`src/exec_cfg_pkg.sv`:
```
package exec_cfg_pkg;

    localparam int XLEN       = 32;
    localparam int REG_ADDR_W = 5;
    localparam int ROB_IDX_W  = 4;
    localparam int EXC_W      = 3;

    // Operand source select, EX/MEM only
    typedef enum logic [1:0] {
        FWD_NONE  = 2'b00,
        FWD_EXMEM = 2'b10
    } fwd_sel_e;

endpackage

```
`src/riscv_isa_pkg.sv`:
```
package riscv_isa_pkg;

    // Major opcodes, instr[6:0]
    typedef enum logic [6:0] {
        OPCODE_LOAD    = 7'b0000011,
        OPCODE_ALU_IMM = 7'b0010011,
        OPCODE_STORE   = 7'b0100011,
        OPCODE_ALU     = 7'b0110011,
        OPCODE_BRANCH  = 7'b1100011
    } opcode_e;

    typedef enum logic [2:0] {
        ALU_ADD_SUB = 3'b000,
        ALU_SLL     = 3'b001,
        ALU_SLT     = 3'b010,
        ALU_SLTU    = 3'b011,
        ALU_XOR     = 3'b100,
        ALU_SRL_SRA = 3'b101,
        ALU_OR      = 3'b110,
        ALU_AND     = 3'b111
    } funct3_alu_e;

    // Branch conditions, 3'b010 and 3'b011 are unused
    typedef enum logic [2:0] {
        BR_BEQ  = 3'b000,
        BR_BNE  = 3'b001,
        BR_BLT  = 3'b100,
        BR_BGE  = 3'b101,
        BR_BLTU = 3'b110,
        BR_BGEU = 3'b111
    } funct3_br_e;

    typedef enum logic [2:0] {
        INSTR_TYPE_ALU    = 3'd0,
        INSTR_TYPE_LOAD   = 3'd1,
        INSTR_TYPE_STORE  = 3'd2,
        INSTR_TYPE_BRANCH = 3'd3
    } instr_type_e;

    // funct7 selecting sub and sra
    localparam logic [6:0] FUNCT7_ALT = 7'b0100000;

endpackage
```
`src/execute_core.sv`:
```
`timescale 1ns/10ps

module execute_core (
    input  logic                                   clk,
    input  logic                                   rst_n,
    input  logic                                   stall,
    input  logic                                   id_valid,
    input  logic [exec_cfg_pkg::XLEN-1:0]          id_pc,
    input  riscv_isa_pkg::opcode_e                 id_opcode,
    input  logic [2:0]                             id_funct3,
    input  logic [6:0]                             id_funct7,
    input  riscv_isa_pkg::instr_type_e             id_instr_type,
    input  logic [exec_cfg_pkg::REG_ADDR_W-1:0]    id_rs1, id_rs2, id_rd,
    input  logic [exec_cfg_pkg::XLEN-1:0]          id_data_rs1, id_data_rs2, id_immediate,
    input  logic                                   id_alu_src,
    input  logic                                   id_mem_write, id_mem_read, id_mem_to_reg,
    input  logic                                   id_write_enable, id_branch_inst,
    input  logic [exec_cfg_pkg::ROB_IDX_W-1:0]     id_rob_idx,
    input  logic [exec_cfg_pkg::EXC_W-1:0]         id_exception,
    input  logic                                   id_rs1_rob_bypass, id_rs2_rob_bypass,
    input  logic [exec_cfg_pkg::XLEN-1:0]          id_rs1_rob_value, id_rs2_rob_value,
    output logic                                   flush,
    output logic [exec_cfg_pkg::XLEN-1:0]          branch_target,
    output logic [exec_cfg_pkg::REG_ADDR_W-1:0]    rs1_rob, rs2_rob,
    output logic                                   mem_valid,
    output logic [exec_cfg_pkg::XLEN-1:0]          mem_alu_out, mem_store_data,
    output logic [exec_cfg_pkg::REG_ADDR_W-1:0]    mem_rd,
    output logic [2:0]                             mem_funct3,
    output riscv_isa_pkg::instr_type_e             mem_instr_type,
    output logic                                   mem_mem_write, mem_mem_read, mem_mem_to_reg,
    output logic                                   mem_write_enable, mem_branch_inst,
    output logic [exec_cfg_pkg::EXC_W-1:0]         mem_exception,
    output logic                                   mem_complete,
    output logic [exec_cfg_pkg::ROB_IDX_W-1:0]     mem_complete_idx
);
    import riscv_isa_pkg::*;
    import exec_cfg_pkg::*;

    // ID/EX outputs
    logic                  ex_valid;
    logic [XLEN-1:0]       ex_pc;
    opcode_e               ex_opcode;
    logic [2:0]            ex_funct3;
    logic [6:0]            ex_funct7;
    instr_type_e           ex_instr_type;
    logic [REG_ADDR_W-1:0] ex_rs1, ex_rs2, ex_rd;
    logic [XLEN-1:0]       ex_data_rs1, ex_data_rs2, ex_immediate;
    logic                  ex_alu_src;
    logic                  ex_mem_write, ex_mem_read, ex_mem_to_reg;
    logic                  ex_write_enable, ex_branch_inst;
    logic [ROB_IDX_W-1:0]  ex_rob_idx;
    logic [EXC_W-1:0]      ex_exception;
    logic                  ex_rs1_rob_bypass, ex_rs2_rob_bypass;
    logic [XLEN-1:0]       ex_rs1_rob_value, ex_rs2_rob_value;

    // Execute results into EX/MEM
    logic                  valid;
    logic [XLEN-1:0]       alu_out, store_data;
    logic [REG_ADDR_W-1:0] rd;
    logic [2:0]            funct3;
    instr_type_e           instr_type;
    logic                  mem_write, mem_read, mem_to_reg;
    logic                  write_enable, branch_inst;
    logic [EXC_W-1:0]      exception;
    logic                  complete;
    logic [ROB_IDX_W-1:0]  complete_idx;

    // Port names line up across the stages
    id_ex_reg     u_id_ex_reg     (.*);
    stage_execute u_stage_execute (.*);
    ex_mem_reg    u_ex_mem_reg    (.*);

endmodule

```
`src/ex_mem_reg.sv`:
```
`timescale 1ns/10ps

module ex_mem_reg (
    input  logic                                   clk,
    input  logic                                   rst_n,
    input  logic                                   stall,
    input  logic                                   valid,
    input  logic [exec_cfg_pkg::XLEN-1:0]          alu_out, store_data,
    input  logic [exec_cfg_pkg::REG_ADDR_W-1:0]    rd,
    input  logic [2:0]                             funct3,
    input  riscv_isa_pkg::instr_type_e             instr_type,
    input  logic                                   mem_write, mem_read, mem_to_reg,
    input  logic                                   write_enable, branch_inst,
    input  logic [exec_cfg_pkg::EXC_W-1:0]         exception,
    input  logic                                   complete,
    input  logic [exec_cfg_pkg::ROB_IDX_W-1:0]     complete_idx,
    output logic                                   mem_valid,
    output logic [exec_cfg_pkg::XLEN-1:0]          mem_alu_out, mem_store_data,
    output logic [exec_cfg_pkg::REG_ADDR_W-1:0]    mem_rd,
    output logic [2:0]                             mem_funct3,
    output riscv_isa_pkg::instr_type_e             mem_instr_type,
    output logic                                   mem_mem_write, mem_mem_read, mem_mem_to_reg,
    output logic                                   mem_write_enable, mem_branch_inst,
    output logic [exec_cfg_pkg::EXC_W-1:0]         mem_exception,
    output logic                                   mem_complete,
    output logic [exec_cfg_pkg::ROB_IDX_W-1:0]     mem_complete_idx
);
    always_ff @(posedge clk) begin
        if (!rst_n) begin
            mem_valid        <= 1'b0;
            mem_complete     <= 1'b0;
            mem_mem_write    <= 1'b0;
            mem_mem_read     <= 1'b0;
            mem_write_enable <= 1'b0;
            mem_branch_inst  <= 1'b0;
        end else if (!stall) begin
            mem_valid        <= valid;
            mem_complete     <= complete;
            mem_mem_write    <= mem_write;
            mem_mem_read     <= mem_read;
            mem_write_enable <= write_enable;
            mem_branch_inst  <= branch_inst;
        end
    end

    // Branches pass too, the ROB needs their index
    always_ff @(posedge clk) begin
        if (!stall) begin
            mem_alu_out      <= alu_out;
            mem_store_data   <= store_data;
            mem_rd           <= rd;
            mem_funct3       <= funct3;
            mem_instr_type   <= instr_type;
            mem_mem_to_reg   <= mem_to_reg;
            mem_exception    <= exception;
            mem_complete_idx <= complete_idx;
        end
    end

    assert property (@(posedge clk) disable iff (!rst_n) mem_complete |-> mem_valid)
        else $error("ROB completion without a valid instruction");

endmodule

```
`src/id_ex_reg.sv`:
```
`timescale 1ns/10ps

module id_ex_reg (
    input  logic                                   clk,
    input  logic                                   rst_n,
    input  logic                                   stall,
    input  logic                                   flush,
    input  logic                                   id_valid,
    input  logic [exec_cfg_pkg::XLEN-1:0]          id_pc,
    input  riscv_isa_pkg::opcode_e                 id_opcode,
    input  logic [2:0]                             id_funct3,
    input  logic [6:0]                             id_funct7,
    input  riscv_isa_pkg::instr_type_e             id_instr_type,
    input  logic [exec_cfg_pkg::REG_ADDR_W-1:0]    id_rs1, id_rs2, id_rd,
    input  logic [exec_cfg_pkg::XLEN-1:0]          id_data_rs1, id_data_rs2, id_immediate,
    input  logic                                   id_alu_src,
    input  logic                                   id_mem_write, id_mem_read, id_mem_to_reg,
    input  logic                                   id_write_enable, id_branch_inst,
    input  logic [exec_cfg_pkg::ROB_IDX_W-1:0]     id_rob_idx,
    input  logic [exec_cfg_pkg::EXC_W-1:0]         id_exception,
    input  logic                                   id_rs1_rob_bypass, id_rs2_rob_bypass,
    input  logic [exec_cfg_pkg::XLEN-1:0]          id_rs1_rob_value, id_rs2_rob_value,
    output logic                                   ex_valid,
    output logic [exec_cfg_pkg::XLEN-1:0]          ex_pc,
    output riscv_isa_pkg::opcode_e                 ex_opcode,
    output logic [2:0]                             ex_funct3,
    output logic [6:0]                             ex_funct7,
    output riscv_isa_pkg::instr_type_e             ex_instr_type,
    output logic [exec_cfg_pkg::REG_ADDR_W-1:0]    ex_rs1, ex_rs2, ex_rd,
    output logic [exec_cfg_pkg::XLEN-1:0]          ex_data_rs1, ex_data_rs2, ex_immediate,
    output logic                                   ex_alu_src,
    output logic                                   ex_mem_write, ex_mem_read, ex_mem_to_reg,
    output logic                                   ex_write_enable, ex_branch_inst,
    output logic [exec_cfg_pkg::ROB_IDX_W-1:0]     ex_rob_idx,
    output logic [exec_cfg_pkg::EXC_W-1:0]         ex_exception,
    output logic                                   ex_rs1_rob_bypass, ex_rs2_rob_bypass,
    output logic [exec_cfg_pkg::XLEN-1:0]          ex_rs1_rob_value, ex_rs2_rob_value
);
    logic take;

    // Taken branch in EX squashes the instruction behind it
    assign take = id_valid && !flush;

    always_ff @(posedge clk) begin
        if (!rst_n) begin
            ex_valid        <= 1'b0;
            ex_mem_write    <= 1'b0;
            ex_mem_read     <= 1'b0;
            ex_write_enable <= 1'b0;
            ex_branch_inst  <= 1'b0;
        end else if (!stall) begin
            ex_valid        <= take;
            ex_mem_write    <= id_mem_write && take;
            ex_mem_read     <= id_mem_read && take;
            ex_write_enable <= id_write_enable && take;
            ex_branch_inst  <= id_branch_inst && take;
        end
    end

    always_ff @(posedge clk) begin
        if (!stall) begin
            ex_pc             <= id_pc;
            ex_opcode         <= id_opcode;
            ex_funct3         <= id_funct3;
            ex_funct7         <= id_funct7;
            ex_instr_type     <= id_instr_type;
            ex_rs1            <= id_rs1;
            ex_rs2            <= id_rs2;
            ex_rd             <= id_rd;
            ex_data_rs1       <= id_data_rs1;
            ex_data_rs2       <= id_data_rs2;
            ex_immediate      <= id_immediate;
            ex_alu_src        <= id_alu_src;
            ex_mem_to_reg     <= id_mem_to_reg;
            ex_rob_idx        <= id_rob_idx;
            ex_exception      <= id_exception;
            ex_rs1_rob_bypass <= id_rs1_rob_bypass;
            ex_rs2_rob_bypass <= id_rs2_rob_bypass;
            ex_rs1_rob_value  <= id_rs1_rob_value;
            ex_rs2_rob_value  <= id_rs2_rob_value;
        end
    end

    // A bubble never writes anything
    assert property (@(posedge clk) disable iff (!rst_n)
        !ex_valid |-> !(ex_mem_write || ex_mem_read || ex_write_enable))
        else $error("bubble in ID/EX carries a write control");

endmodule

```
`src/stage_execute.sv`:
```
`timescale 1ns/10ps

module stage_execute (
    input  logic                                   ex_valid,
    input  logic [exec_cfg_pkg::XLEN-1:0]          ex_pc,
    input  riscv_isa_pkg::opcode_e                 ex_opcode,
    input  logic [2:0]                             ex_funct3,
    input  logic [6:0]                             ex_funct7,
    input  riscv_isa_pkg::instr_type_e             ex_instr_type,
    input  logic [exec_cfg_pkg::REG_ADDR_W-1:0]    ex_rs1, ex_rs2, ex_rd,
    input  logic [exec_cfg_pkg::XLEN-1:0]          ex_data_rs1, ex_data_rs2, ex_immediate,
    input  logic                                   ex_alu_src,
    input  logic                                   ex_mem_write, ex_mem_read, ex_mem_to_reg,
    input  logic                                   ex_write_enable, ex_branch_inst,
    input  logic [exec_cfg_pkg::ROB_IDX_W-1:0]     ex_rob_idx,
    input  logic [exec_cfg_pkg::EXC_W-1:0]         ex_exception,
    input  logic                                   ex_rs1_rob_bypass, ex_rs2_rob_bypass,
    input  logic [exec_cfg_pkg::XLEN-1:0]          ex_rs1_rob_value, ex_rs2_rob_value,
    input  logic [exec_cfg_pkg::REG_ADDR_W-1:0]    mem_rd,
    input  logic                                   mem_write_enable,
    input  logic                                   mem_valid,
    input  logic [exec_cfg_pkg::XLEN-1:0]          mem_alu_out,
    output logic [exec_cfg_pkg::XLEN-1:0]          alu_out, store_data, branch_target,
    output logic                                   flush,
    output logic [exec_cfg_pkg::REG_ADDR_W-1:0]    rd,
    output logic [2:0]                             funct3,
    output riscv_isa_pkg::instr_type_e             instr_type,
    output logic                                   mem_write, mem_read, mem_to_reg,
    output logic                                   write_enable, branch_inst,
    output logic [exec_cfg_pkg::EXC_W-1:0]         exception,
    output logic                                   complete,
    output logic [exec_cfg_pkg::ROB_IDX_W-1:0]     complete_idx,
    output logic [exec_cfg_pkg::REG_ADDR_W-1:0]    rs1_rob, rs2_rob,
    output logic                                   valid
);
    import riscv_isa_pkg::*;
    import exec_cfg_pkg::*;

    fwd_sel_e        forward_a;
    fwd_sel_e        forward_b;
    logic [XLEN-1:0] operand_a;
    logic [XLEN-1:0] operand_b;
    logic [XLEN-1:0] alu_b;
    logic            branch_taken;

    forwarding_unit u_forwarding_unit (.*);

    // EX/MEM result beats ROB bypass beats register file
    assign operand_a = (forward_a == FWD_EXMEM) ? mem_alu_out      :
                       ex_rs1_rob_bypass        ? ex_rs1_rob_value :
                                                  ex_data_rs1;
    assign operand_b = (forward_b == FWD_EXMEM) ? mem_alu_out      :
                       ex_rs2_rob_bypass        ? ex_rs2_rob_value :
                                                  ex_data_rs2;

    // Store data must see the resolved rs2, not the raw register value
    assign store_data = operand_b;
    assign alu_b      = ex_alu_src ? ex_immediate : operand_b;

    alu u_alu (
        .opcode        (ex_opcode),
        .funct3        (ex_funct3),
        .funct7        (ex_funct7),
        .operand1      (operand_a),
        .operand2      (alu_b),
        .immediate     (ex_immediate),
        .pc            (ex_pc),
        .alu_out       (alu_out),
        .branch_target (branch_target),
        .branch_taken  (branch_taken)
    );

    assign flush = ex_valid && branch_taken;

    // ROB entry finishes here only for ALU work
    assign complete = ex_valid && (ex_instr_type == INSTR_TYPE_ALU) &&
                      ((ex_opcode == OPCODE_ALU) || (ex_opcode == OPCODE_ALU_IMM));
    assign complete_idx = ex_rob_idx;
    assign rs1_rob      = ex_rs1;
    assign rs2_rob      = ex_rs2;

    assign valid        = ex_valid;
    assign rd           = ex_rd;
    assign funct3       = ex_funct3;
    assign instr_type   = ex_instr_type;
    assign mem_write    = ex_mem_write;
    assign mem_read     = ex_mem_read;
    assign mem_to_reg   = ex_mem_to_reg;
    assign write_enable = ex_write_enable;
    assign branch_inst  = ex_branch_inst;
    assign exception    = ex_exception;

    // Decoder and ALU must agree on what a branch is
    always_comb begin
        assert (!flush || ex_branch_inst)
            else $error("flush raised for a non-branch instruction");
    end

endmodule

```
`src/alu.sv`:
```
`timescale 1ns/10ps

module alu (
    input  riscv_isa_pkg::opcode_e            opcode,
    input  logic [2:0]                        funct3,
    input  logic [6:0]                        funct7,
    input  logic [exec_cfg_pkg::XLEN-1:0]     operand1,
    input  logic [exec_cfg_pkg::XLEN-1:0]     operand2,
    input  logic [exec_cfg_pkg::XLEN-1:0]     immediate,
    input  logic [exec_cfg_pkg::XLEN-1:0]     pc,
    output logic [exec_cfg_pkg::XLEN-1:0]     alu_out,
    output logic [exec_cfg_pkg::XLEN-1:0]     branch_target,
    output logic                              branch_taken
);
    import riscv_isa_pkg::*;
    import exec_cfg_pkg::*;

    logic [XLEN-1:0] src_b;
    logic [4:0]      shamt;
    logic            use_sub;
    logic            cond;
    logic [XLEN-1:0] op_result;

    assign src_b   = (opcode == OPCODE_ALU_IMM) ? immediate : operand2;
    assign shamt   = src_b[4:0];
    // No subi in RV32I
    assign use_sub = (opcode == OPCODE_ALU) && (funct7 == FUNCT7_ALT);

    always_comb begin
        case (funct3_alu_e'(funct3))
            ALU_ADD_SUB: op_result = use_sub ? operand1 - src_b : operand1 + src_b;
            ALU_SLL:     op_result = operand1 << shamt;
            ALU_SLT:     op_result = {{(XLEN-1){1'b0}}, $signed(operand1) < $signed(src_b)};
            ALU_SLTU:    op_result = {{(XLEN-1){1'b0}}, operand1 < src_b};
            ALU_XOR:     op_result = operand1 ^ src_b;
            ALU_SRL_SRA: begin
                if (funct7 == FUNCT7_ALT) begin
                    op_result = XLEN'($signed(operand1) >>> shamt);
                end else begin
                    op_result = operand1 >> shamt;
                end
            end
            ALU_OR:      op_result = operand1 | src_b;
            default:     op_result = operand1 & src_b;
        endcase
    end

    always_comb begin
        case (funct3_br_e'(funct3))
            BR_BEQ:  cond = (operand1 == operand2);
            BR_BNE:  cond = (operand1 != operand2);
            BR_BLT:  cond = ($signed(operand1) < $signed(operand2));
            BR_BGE:  cond = ($signed(operand1) >= $signed(operand2));
            BR_BLTU: cond = (operand1 < operand2);
            BR_BGEU: cond = (operand1 >= operand2);
            default: cond = 1'b0;
        endcase
    end

    always_comb begin
        case (opcode)
            OPCODE_ALU, OPCODE_ALU_IMM: alu_out = op_result;
            // Effective address
            OPCODE_LOAD, OPCODE_STORE:  alu_out = operand1 + immediate;
            default:                    alu_out = '0;
        endcase
    end

    assign branch_target = pc + immediate;
    assign branch_taken  = (opcode == OPCODE_BRANCH) && cond;

endmodule

```
`src/forwarding_unit.sv`:
```
`timescale 1ns/10ps

module forwarding_unit (
    input  logic [exec_cfg_pkg::REG_ADDR_W-1:0] ex_rs1,
    input  logic [exec_cfg_pkg::REG_ADDR_W-1:0] ex_rs2,
    input  logic [exec_cfg_pkg::REG_ADDR_W-1:0] mem_rd,
    input  logic                                mem_write_enable,
    input  logic                                mem_valid,
    output exec_cfg_pkg::fwd_sel_e              forward_a,
    output exec_cfg_pkg::fwd_sel_e              forward_b
);
    import exec_cfg_pkg::*;

    logic mem_produces;

    // Older instruction writes a real register, x0 never forwards
    assign mem_produces = mem_valid && mem_write_enable && (mem_rd != '0);

    assign forward_a = (mem_produces && (mem_rd == ex_rs1)) ? FWD_EXMEM : FWD_NONE;
    assign forward_b = (mem_produces && (mem_rd == ex_rs2)) ? FWD_EXMEM : FWD_NONE;

endmodule

```
`config.mk`:
```
export PLATFORM = sky130hd
export DESIGN_NAME = execute_core
export DESIGN_NICKNAME = d
export VERILOG_FILES = /design/src/exec_cfg_pkg.sv /design/src/riscv_isa_pkg.sv /design/src/execute_core.sv /design/src/ex_mem_reg.sv /design/src/id_ex_reg.sv /design/src/stage_execute.sv /design/src/alu.sv /design/src/forwarding_unit.sv
export SDC_FILE = /design/constraint.sdc
export NUM_CORES = 1
export LEC_CHECK = 0
export BUFFER_PORTS_ARGS = -buffer_cell sky130_fd_sc_hd__buf_2
export CAP_MARGIN = 20
export CELL_PAD_IN_SITES_DETAIL_PLACEMENT = 0
export CELL_PAD_IN_SITES_GLOBAL_PLACEMENT = 1
export CORE_ASPECT_RATIO = 0.75
export CORE_UTILIZATION = 40
export CTS_CLUSTER_DIAMETER = 40
export DETAILED_ROUTE_END_ITERATION = 12
export PLACE_DENSITY = 0.76
export SLEW_MARGIN = 20
export SYNTH_ARGS = -nofsm -noshare
export SYNTH_HDL_FRONTEND = slang
export SYNTH_HIERARCHICAL = 1
export SYNTH_SLANG_ARGS = --single-unit
```
`constraint.sdc`:
```
create_clock -name clk -period 9.4 [get_ports clk]
set_clock_uncertainty 0.2 [all_clocks]
set_input_delay 0 -clock clk [delete_from_list [all_inputs] [get_ports clk]]
set_output_delay 0 -clock clk [all_outputs]
set_load 0.05 [all_outputs]
```
==> results of run 1 <==
## worst register-to-register path, stage by stage, from the launching register on
cell and delay, ns:
edfxtp_1 0.46, or4_1 0.58, o211ai_2 0.22, nor4_1 0.11, nand2b_2 0.07, buf_4 0.45, buf_4 0.42, mux2_4 0.36
mux2_2 0.27, inv_1 0.08, ha_1 0.15, nand4_1 0.21, nor2_1 0.27, and3_1 0.43, o21ai_0 0.26, o2111ai_1 0.19
a21o_1 0.22, mux2_2 0.34, o311ai_0 0.10, a21oi_1 0.20, and2_1 0.27, nand4bb_1 0.21, dlygate4sd3_1 0.61, a21boi_0 0.24
dlygate4sd3_1 0.62
## power by group through the flow
| stage | Clock (mW) | Sequential, mW | Combinational, mW |
|---|---|---|---|
| global placement | 0 | 1.84 | 2.41 |
| finish | 1.94 | 1.82 | 2.68 |
| floorplan | 0 | 1.91 | 1.58 |
| global route | 2.01 | 1.83 | 2.83 |
| CTS | 1.93 | 1.81 | 2.58 |
| detailed placement | 0 | 1.84 | 2.41 |
## final timing paths
check / start / end / slack [ns] / cells past startpoint
setup / recovery: u_ex_mem_reg/mem_rd[3] / u_id_ex_reg/ex_mem_write / 1.83 / 24
hold / removal: rst_n / u_id_ex_reg/ex_valid / 0.14 / 3
hold reg to reg: u_id_ex_reg/ex_mem_to_reg / u_ex_mem_reg/mem_mem_to_reg / 0.22 / 0
setup reg to reg: u_ex_mem_reg/mem_rd[3] / u_id_ex_reg/ex_mem_write / 1.83 / 24
## layout make-up
| class | count | area [µm²] |
|---|---|---|
| Sequential cell | 332 | 9859 |
| Fill cell | 5375 | 27730 |
| Timing Repair Buffer | 938 | 7342 |
| Multi-Input combinational cell | 1983 | 14090 |
| Inverter | 174 | 665.6 |
| Antenna cell | 2 | 5.005 |
| Clock buffer | 57 | 1320 |
| Clock inverter | 39 | 400.4 |
| Tap cell | 850 | 1064 |
## per-layer routing
metal  up-vias  global-route usage
li1      11530                   -
met1     12670              0.4568
met2      1445              0.5604
met3       246             0.05926
met4         2              0.1158
met5         -                   0
## cell families after synthesis
kind of cell / after synthesis / share of synthesized area
DFF: 332 / 0.3868
and+or+nand+nor: 659 / 0.1211
AOI/OAI and AO/OA: 829 / 0.2082
adders and majority gates: 187 / 0.09269
other: 1 / 0.0001471
muxes: 205 / 0.09460
xor gates and xnor gates: 101 / 0.03471
buffers and inverters: 355 / 0.06166
## cells in the mapped netlist (all sizes together), types with 8 or more instances
cell type  instances
a211oi            31
o31ai             13
nor2             184
nand4             23
a221oi            13
nand2            196
dfxtp             11
mux2i             98
o22ai             15
nor4               9
clkbuf           101
o221ai            32
nand3             90
nor3              40
and3              14
a21boi             8
inv              173
o21a              15
and2              14
xor2              30
edfxtp           321
nor2b             17
buf               80
nand2b            25
o21bai            21
a21oi            195
xnor2             71
or3               16
o211ai            48
a221o              8
ha               184
mux2             107
a31oi             30
a21o              91
o21ai            235
a22oi             14
## per-stage QoR
step	instances	hold WS (ns)	utilization	instance area [µm²]	worst slack [ns]
after floorplan	2670	-0.1011	-	25490	2.813
after global placement	3785	-0.02374	0.4497	28090	2.731
after detailed placement	3785	-0.02191	0.4497	28090	2.648
after CTS	4373	0.06234	0.5561	34740	2.239
after global routing	4373	0.1253	0.5561	34740	1.613
final	4375	0.1370	0.5562	34740	1.826
==> reports/metrics.yaml, run 1 <==
detailed_routing:
  drt-pass1-iter-count: 8
  dr_total_vias: 25890
  wl_met2_mm: 52.92
  drt-met1-wl_mm: 47.39
  drtAntennaViolNets: 0
  drtIter0Drc: 2821
  viasPerCell: 5.918
  wire_per_inst_um: 26.22
  drc: 0
  wirelength_mm: 114.7
  wl_met3_mm: 10.29
  topRoutingLayerUsed: "met5"
yosys:
  synthCells: 2669
  synth_flop_cell: "edfxtp_1"
  yosysWarnings: 6
  yosysSeqAreaShare: 0.3868
  yosysTopAreaCell: "edfxtp_1"
  synth_edf_count: 321
  synth-seq-cells: 332
  syn_area_per_cell_um2: 9.549
  async_flop_share: 0
  synth_cell_type_count: 90
  syn_area_um2: 25490
  yosys-top-cells-area: "edfxtp_1 (38%), ha_1 (9.0%), o21ai_0 (4.5%)"
  synth.top_cell.area_share: 0.3782
setup_path:
  slowest_delay_ns: 0.62
  crit_chain: "or4_1 > o211ai_2 > nor4_1 > nand2b_2 > buf_4 > buf_4 > mux2_4 > mux2_2 > inv_1 > ha_1 > nand4_1 > nor2_1 > and3_1 > o21ai_0 > o2111ai_1 > a21o_1 > mux2_2 > o311ai_0 > a21oi_1 > and2_1 > nand4bb_1 > dlygate4sd3_1 > a21boi_0 > dlygate4sd3_1"
  worstPathRequired_ns: 9.77
  cp_top_family: "buffers and inverters"
  end_kind: "flop"
  arrival_ns: 7.94
  path_class: "reg2reg"
  slowest_stage: "dlygate4sd3_1"
  cp_max_fo: 21
  start_kind: "flop"
  critPathBufInv: 5
sta:
  finalCritPeriodShare: 0.8057
  worst_pin_slew_ns: 1.078
  hold_violations: 0
  rsz0062_at_grt: "no"
  drv_slew: 0
  clock.fmax_mhz: 132.0
  setup_tns_ns: 0
  setup_viol: 0
  max_slew_margin: 0.2811
  fin_crit_ns: 7.574
global_routing:
  grt_pass1_vias: 25450
  antenna_found_initial: 3
  grt_pass1_wl_mm: 165.5
  grt_start_max_net_pins: 96
  gr-usage-all-layers: 0.3419
  grt-ovfl-total: 0
clocking:
  cts.sinks: 332
  post_cts_resized: 0
  hold_buffers: 492
  postCtsSetupBuffers: 0
  htree_levels: 2
  numCtsBuffers: 52
  cts_tree: "built"
  cts_root_buf: "clkbuf_16"
  clk-insertion-delay-late_ns: 0.63
  cts.clk_slew.worst_paths_ns: 0.07
  clock_path_buffers: 3
pwr:
  p_comb_frac: 0.416
  clockPowerShare: 0.302
  p_int_mw: 3.793
  p_per_area_nw_per_um2: 185.5
  leakage_nw: 14.92
  swShare: 0.4115
  pwr-share-seq: 0.282
  total_power_mw: 6.446
  p_sw_mw: 2.653
  ir_drop_v: 0.0001651
run:
  max-cap-violations: 0
final_layout:
  final_cell_mix: "dlygate4sd3_1 (492), buf_2 (377), edfxtp_1 (321)"
  drive_gt1_frac: 0.1907
  area_growth_syn_to_layout_pct: 36.32
  nets: 3914
  layout_commonest_cell: "dlygate4sd3_1"
floorplanning:
  fp.dieH_um: 220.6
  dieArea_um2: 64740
  coreArea_um2: 62470
  pin_count: 378
  dieWidth_um: 293.5
  num_rows: 79
  initial_utilization: 0.4080
min_path:
  min_path_type: "in2reg"
outcome:
  outcome: "complete, no violations"
placed_design:
  dpl.hpwl_mm: 79.39
  routabilityCongestion: 0.9866
  numPortBuffers: 377
Power figures use the tool's default switching activity.
==> run 2, diff against run 1 <==
==> constraint.sdc (replaced) <==
create_clock -name clk -period 7.23 [get_ports clk]
set_clock_uncertainty 0.2 [all_clocks]
set_input_delay 0 -clock clk [delete_from_list [all_inputs] [get_ports clk]]
set_output_delay 0 -clock clk [all_outputs]
set_load 0.05 [all_outputs]
==> run 2 against run 1 <==
Against the previous run: routed wire length up 1.0%; first-iteration DRC count is 1.9% higher; cell count is essentially flat; global-route usage up 0.44 points.
==> reports/metrics.yaml, run 2 (synthesis results as in run 1) <==
final_layout:
  area_growth_syn_to_layout_pct: 36.51  # was 36.32%
  layout_commonest_cell: "dlygate4sd3_1"  # unchanged
  nets: 3918  # was 3914
  fin_cells: 4376  # was 4375
  drive_gt1_frac: 0.1930  # was 0.1907
  final_cell_mix: "dlygate4sd3_1 (489), buf_2 (377), edfxtp_1 (321)"  # was dlygate4sd3_1 (492), buf_2 (377), edfxtp_1 (321)
  fin_area_um2: 34790  # was 34740 µm²
  utilization: 0.5570  # was 0.5562
  fill_cells: 5297  # was 5375
setup_path:
  path_class: "reg2reg"  # unchanged
  start_kind: "flop"  # unchanged
  arrival_ns: 7.48  # was 7.94 ns
  worstPathRequired_ns: 7.54  # was 9.77 ns
  cp_max_fo: 20  # was 21
  end_kind: "flop"  # unchanged
placed_design:
  routabilityCongestion: 0.9803  # was 0.9866
  numPortBuffers: 377  # unchanged
  placedCellCount: 3798  # was 3785
  place_ws_ns: 0.5975  # was 2.648 ns
  dpl.hpwl_mm: 80.94  # was 79.39 mm
  placed_area_um2: 28190  # was 28090 µm²
clocking:
  postCtsSetupBuffers: 0  # unchanged
  cts.clk_slew.worst_paths_ns: 0.07  # about the same
  clock_path_buffers: 3  # unchanged
  clk-insertion-delay-late_ns: 0.63  # about the same
  htree_levels: 2  # unchanged
  numCtsBuffers: 46  # was 52
  cts.sinks: 332  # unchanged
  cts_root_buf: "clkbuf_16"  # unchanged
  cts_tree: "built"  # unchanged
pwr:
  p_int_mw: 4.920  # was 3.793 mW
  leakage_nw: 14.96  # was 14.92 nW
  ir_drop_v: 0.0002128  # was 0.0001651 V
  total_power_mw: 8.371  # was 6.446 mW
  pwr-share-seq: 0.283  # was 0.282
  p_per_area_nw_per_um2: 240.6  # was 185.5 nW/µm²
  p_sw_mw: 3.452  # was 2.653 mW
  clockPowerShare: 0.297  # was 0.302
  p_comb_frac: 0.420  # was 0.416
  swShare: 0.4123  # was 0.4115
global_routing:
  grt-ovfl-total: 0  # unchanged
  antenna_found_initial: 7  # was 3
  grt_pass1_vias: 25510  # was 25450
  grt_start_max_net_pins: 124  # was 96
  gr-usage-all-layers: 0.3463  # was 0.3419
  grt_pass1_wl_mm: 166.5  # was 165.5 mm
sta:
  clock.fmax_mhz: 139.5  # was 132.0 MHz
  rsz0062_at_grt: "no"  # unchanged
  worst_pin_slew_ns: 1.168  # was 1.078 ns
  setup_tns_ns: 0  # unchanged
  drv_slew: 0  # unchanged
  fin_ws_ns: 0.06220  # was 1.826 ns
  max_slew_margin: 0.2191  # was 0.2811
  hold_violations: 0  # unchanged
  fin_crit_ns: 7.168  # was 7.574 ns
  finalCritPeriodShare: 0.9914  # was 0.8057
  setup_viol: 0  # unchanged
  hold_slack_ns: 0.08491  # was 0.1370 ns
detailed_routing:
  viasPerCell: 5.852  # was 5.918
  dr_total_vias: 25610  # was 25890
  drt-pass1-iter-count: 6  # was 8
  drtIter0Drc: 2874  # was 2821
  wirelength_mm: 115.9  # was 114.7 mm
  drc: 0  # unchanged
  wire_per_inst_um: 26.49  # was 26.22 µm
  drtAntennaViolNets: 0  # unchanged
outcome:
  outcome: "complete, no violations"  # unchanged
run:
  max-cap-violations: 0  # unchanged
floorplanning:
  dieWidth_um: 293.5  # unchanged
  initial_utilization: 0.4080  # unchanged
  pin_count: 378  # unchanged
  fp.dieH_um: 220.6  # unchanged
  num_rows: 79  # unchanged
  dieArea_um2: 64740  # unchanged
  coreArea_um2: 62470  # unchanged
min_path:
  min_path_type: "in2reg"  # unchanged
[run 2: path summary, 6_finish.rpt]
check	to	depth (start not counted)	from	slack (ns)
hold reg to reg	u_ex_mem_reg/mem_rd[2]	0	u_id_ex_reg/ex_rd[2]	0.22
hold / removal	u_id_ex_reg/ex_mem_write	3	rst_n	0.08
setup reg to reg	u_id_ex_reg/ex_branch_inst	21	u_ex_mem_reg/mem_rd[4]	0.06
setup / recovery	u_id_ex_reg/ex_branch_inst	21	u_ex_mem_reg/mem_rd[4]	0.06
[run 2: repair_timing]
action	in CTS	in global routing
resized for setup	0	5
hold buffers	489	0
endpoints found under the setup margin	0	6
endpoints found under the hold margin	249	0
[run 2: power groups by stage]
stage	clock [mW]	sequential [mW]	combinational, mW
global placement	0	2.40	3.16
detailed placement	0	2.40	3.15
finish	2.48	2.37	3.52
floorplan	0	2.48	2.06
CTS	2.47	2.36	3.38
global route	2.57	2.38	3.71
[run 2: critical path, stage by stage, from the launching register on]
cell	delay, ns
edfxtp_1	0.47
or4_1	0.54
o211ai_2	0.21
nor4_1	0.11
nand2b_2	0.36
buf_6	0.36
mux2_2	0.40
mux2_2	0.26
inv_1	0.08
ha_1	0.39
nand4_1	0.20
nor2_2	0.40
nand3_1	0.24
o21ai_1	0.56
a21o_1	0.23
mux2_2	0.37
o311ai_0	0.12
a21oi_1	0.17
and2_1	0.27
nand4bb_1	0.21
dlygate4sd3_1	0.59
a21boi_0	0.29
[run 2: final cells by class]
| class | instances | area [µm²] | share of cell area |
|---|---|---|---|
| multi-input combinational | 1983 | 14100 | 0.4054 |
| clock buffer | 51 | 1170 | 0.03362 |
| tap | 850 | 1064 | 0.03057 |
| timing repair buffer | 948 | 7413 | 0.2131 |
| antenna | 3 | 7.507 | 0.0002158 |
| inverter | 174 | 665.6 | 0.01913 |
| sequential | 332 | 9859 | 0.2834 |
| clock inverter | 35 | 509.2 | 0.01464 |
[run 2: routing by layer]
| metal | vias up | global-route usage | wire length (µm) |
|---|---|---|---|
| met3 | 244 | 0.07764 | 10160 |
| met1 | 12380 | 0.4481 | 47130 |
| li1 | 11540 | - | - |
| met2 | 1437 | 0.5731 | 54590 |
| met4 | 6 | 0.1144 | 3983 |
| met5 | - | 0 | 37 |
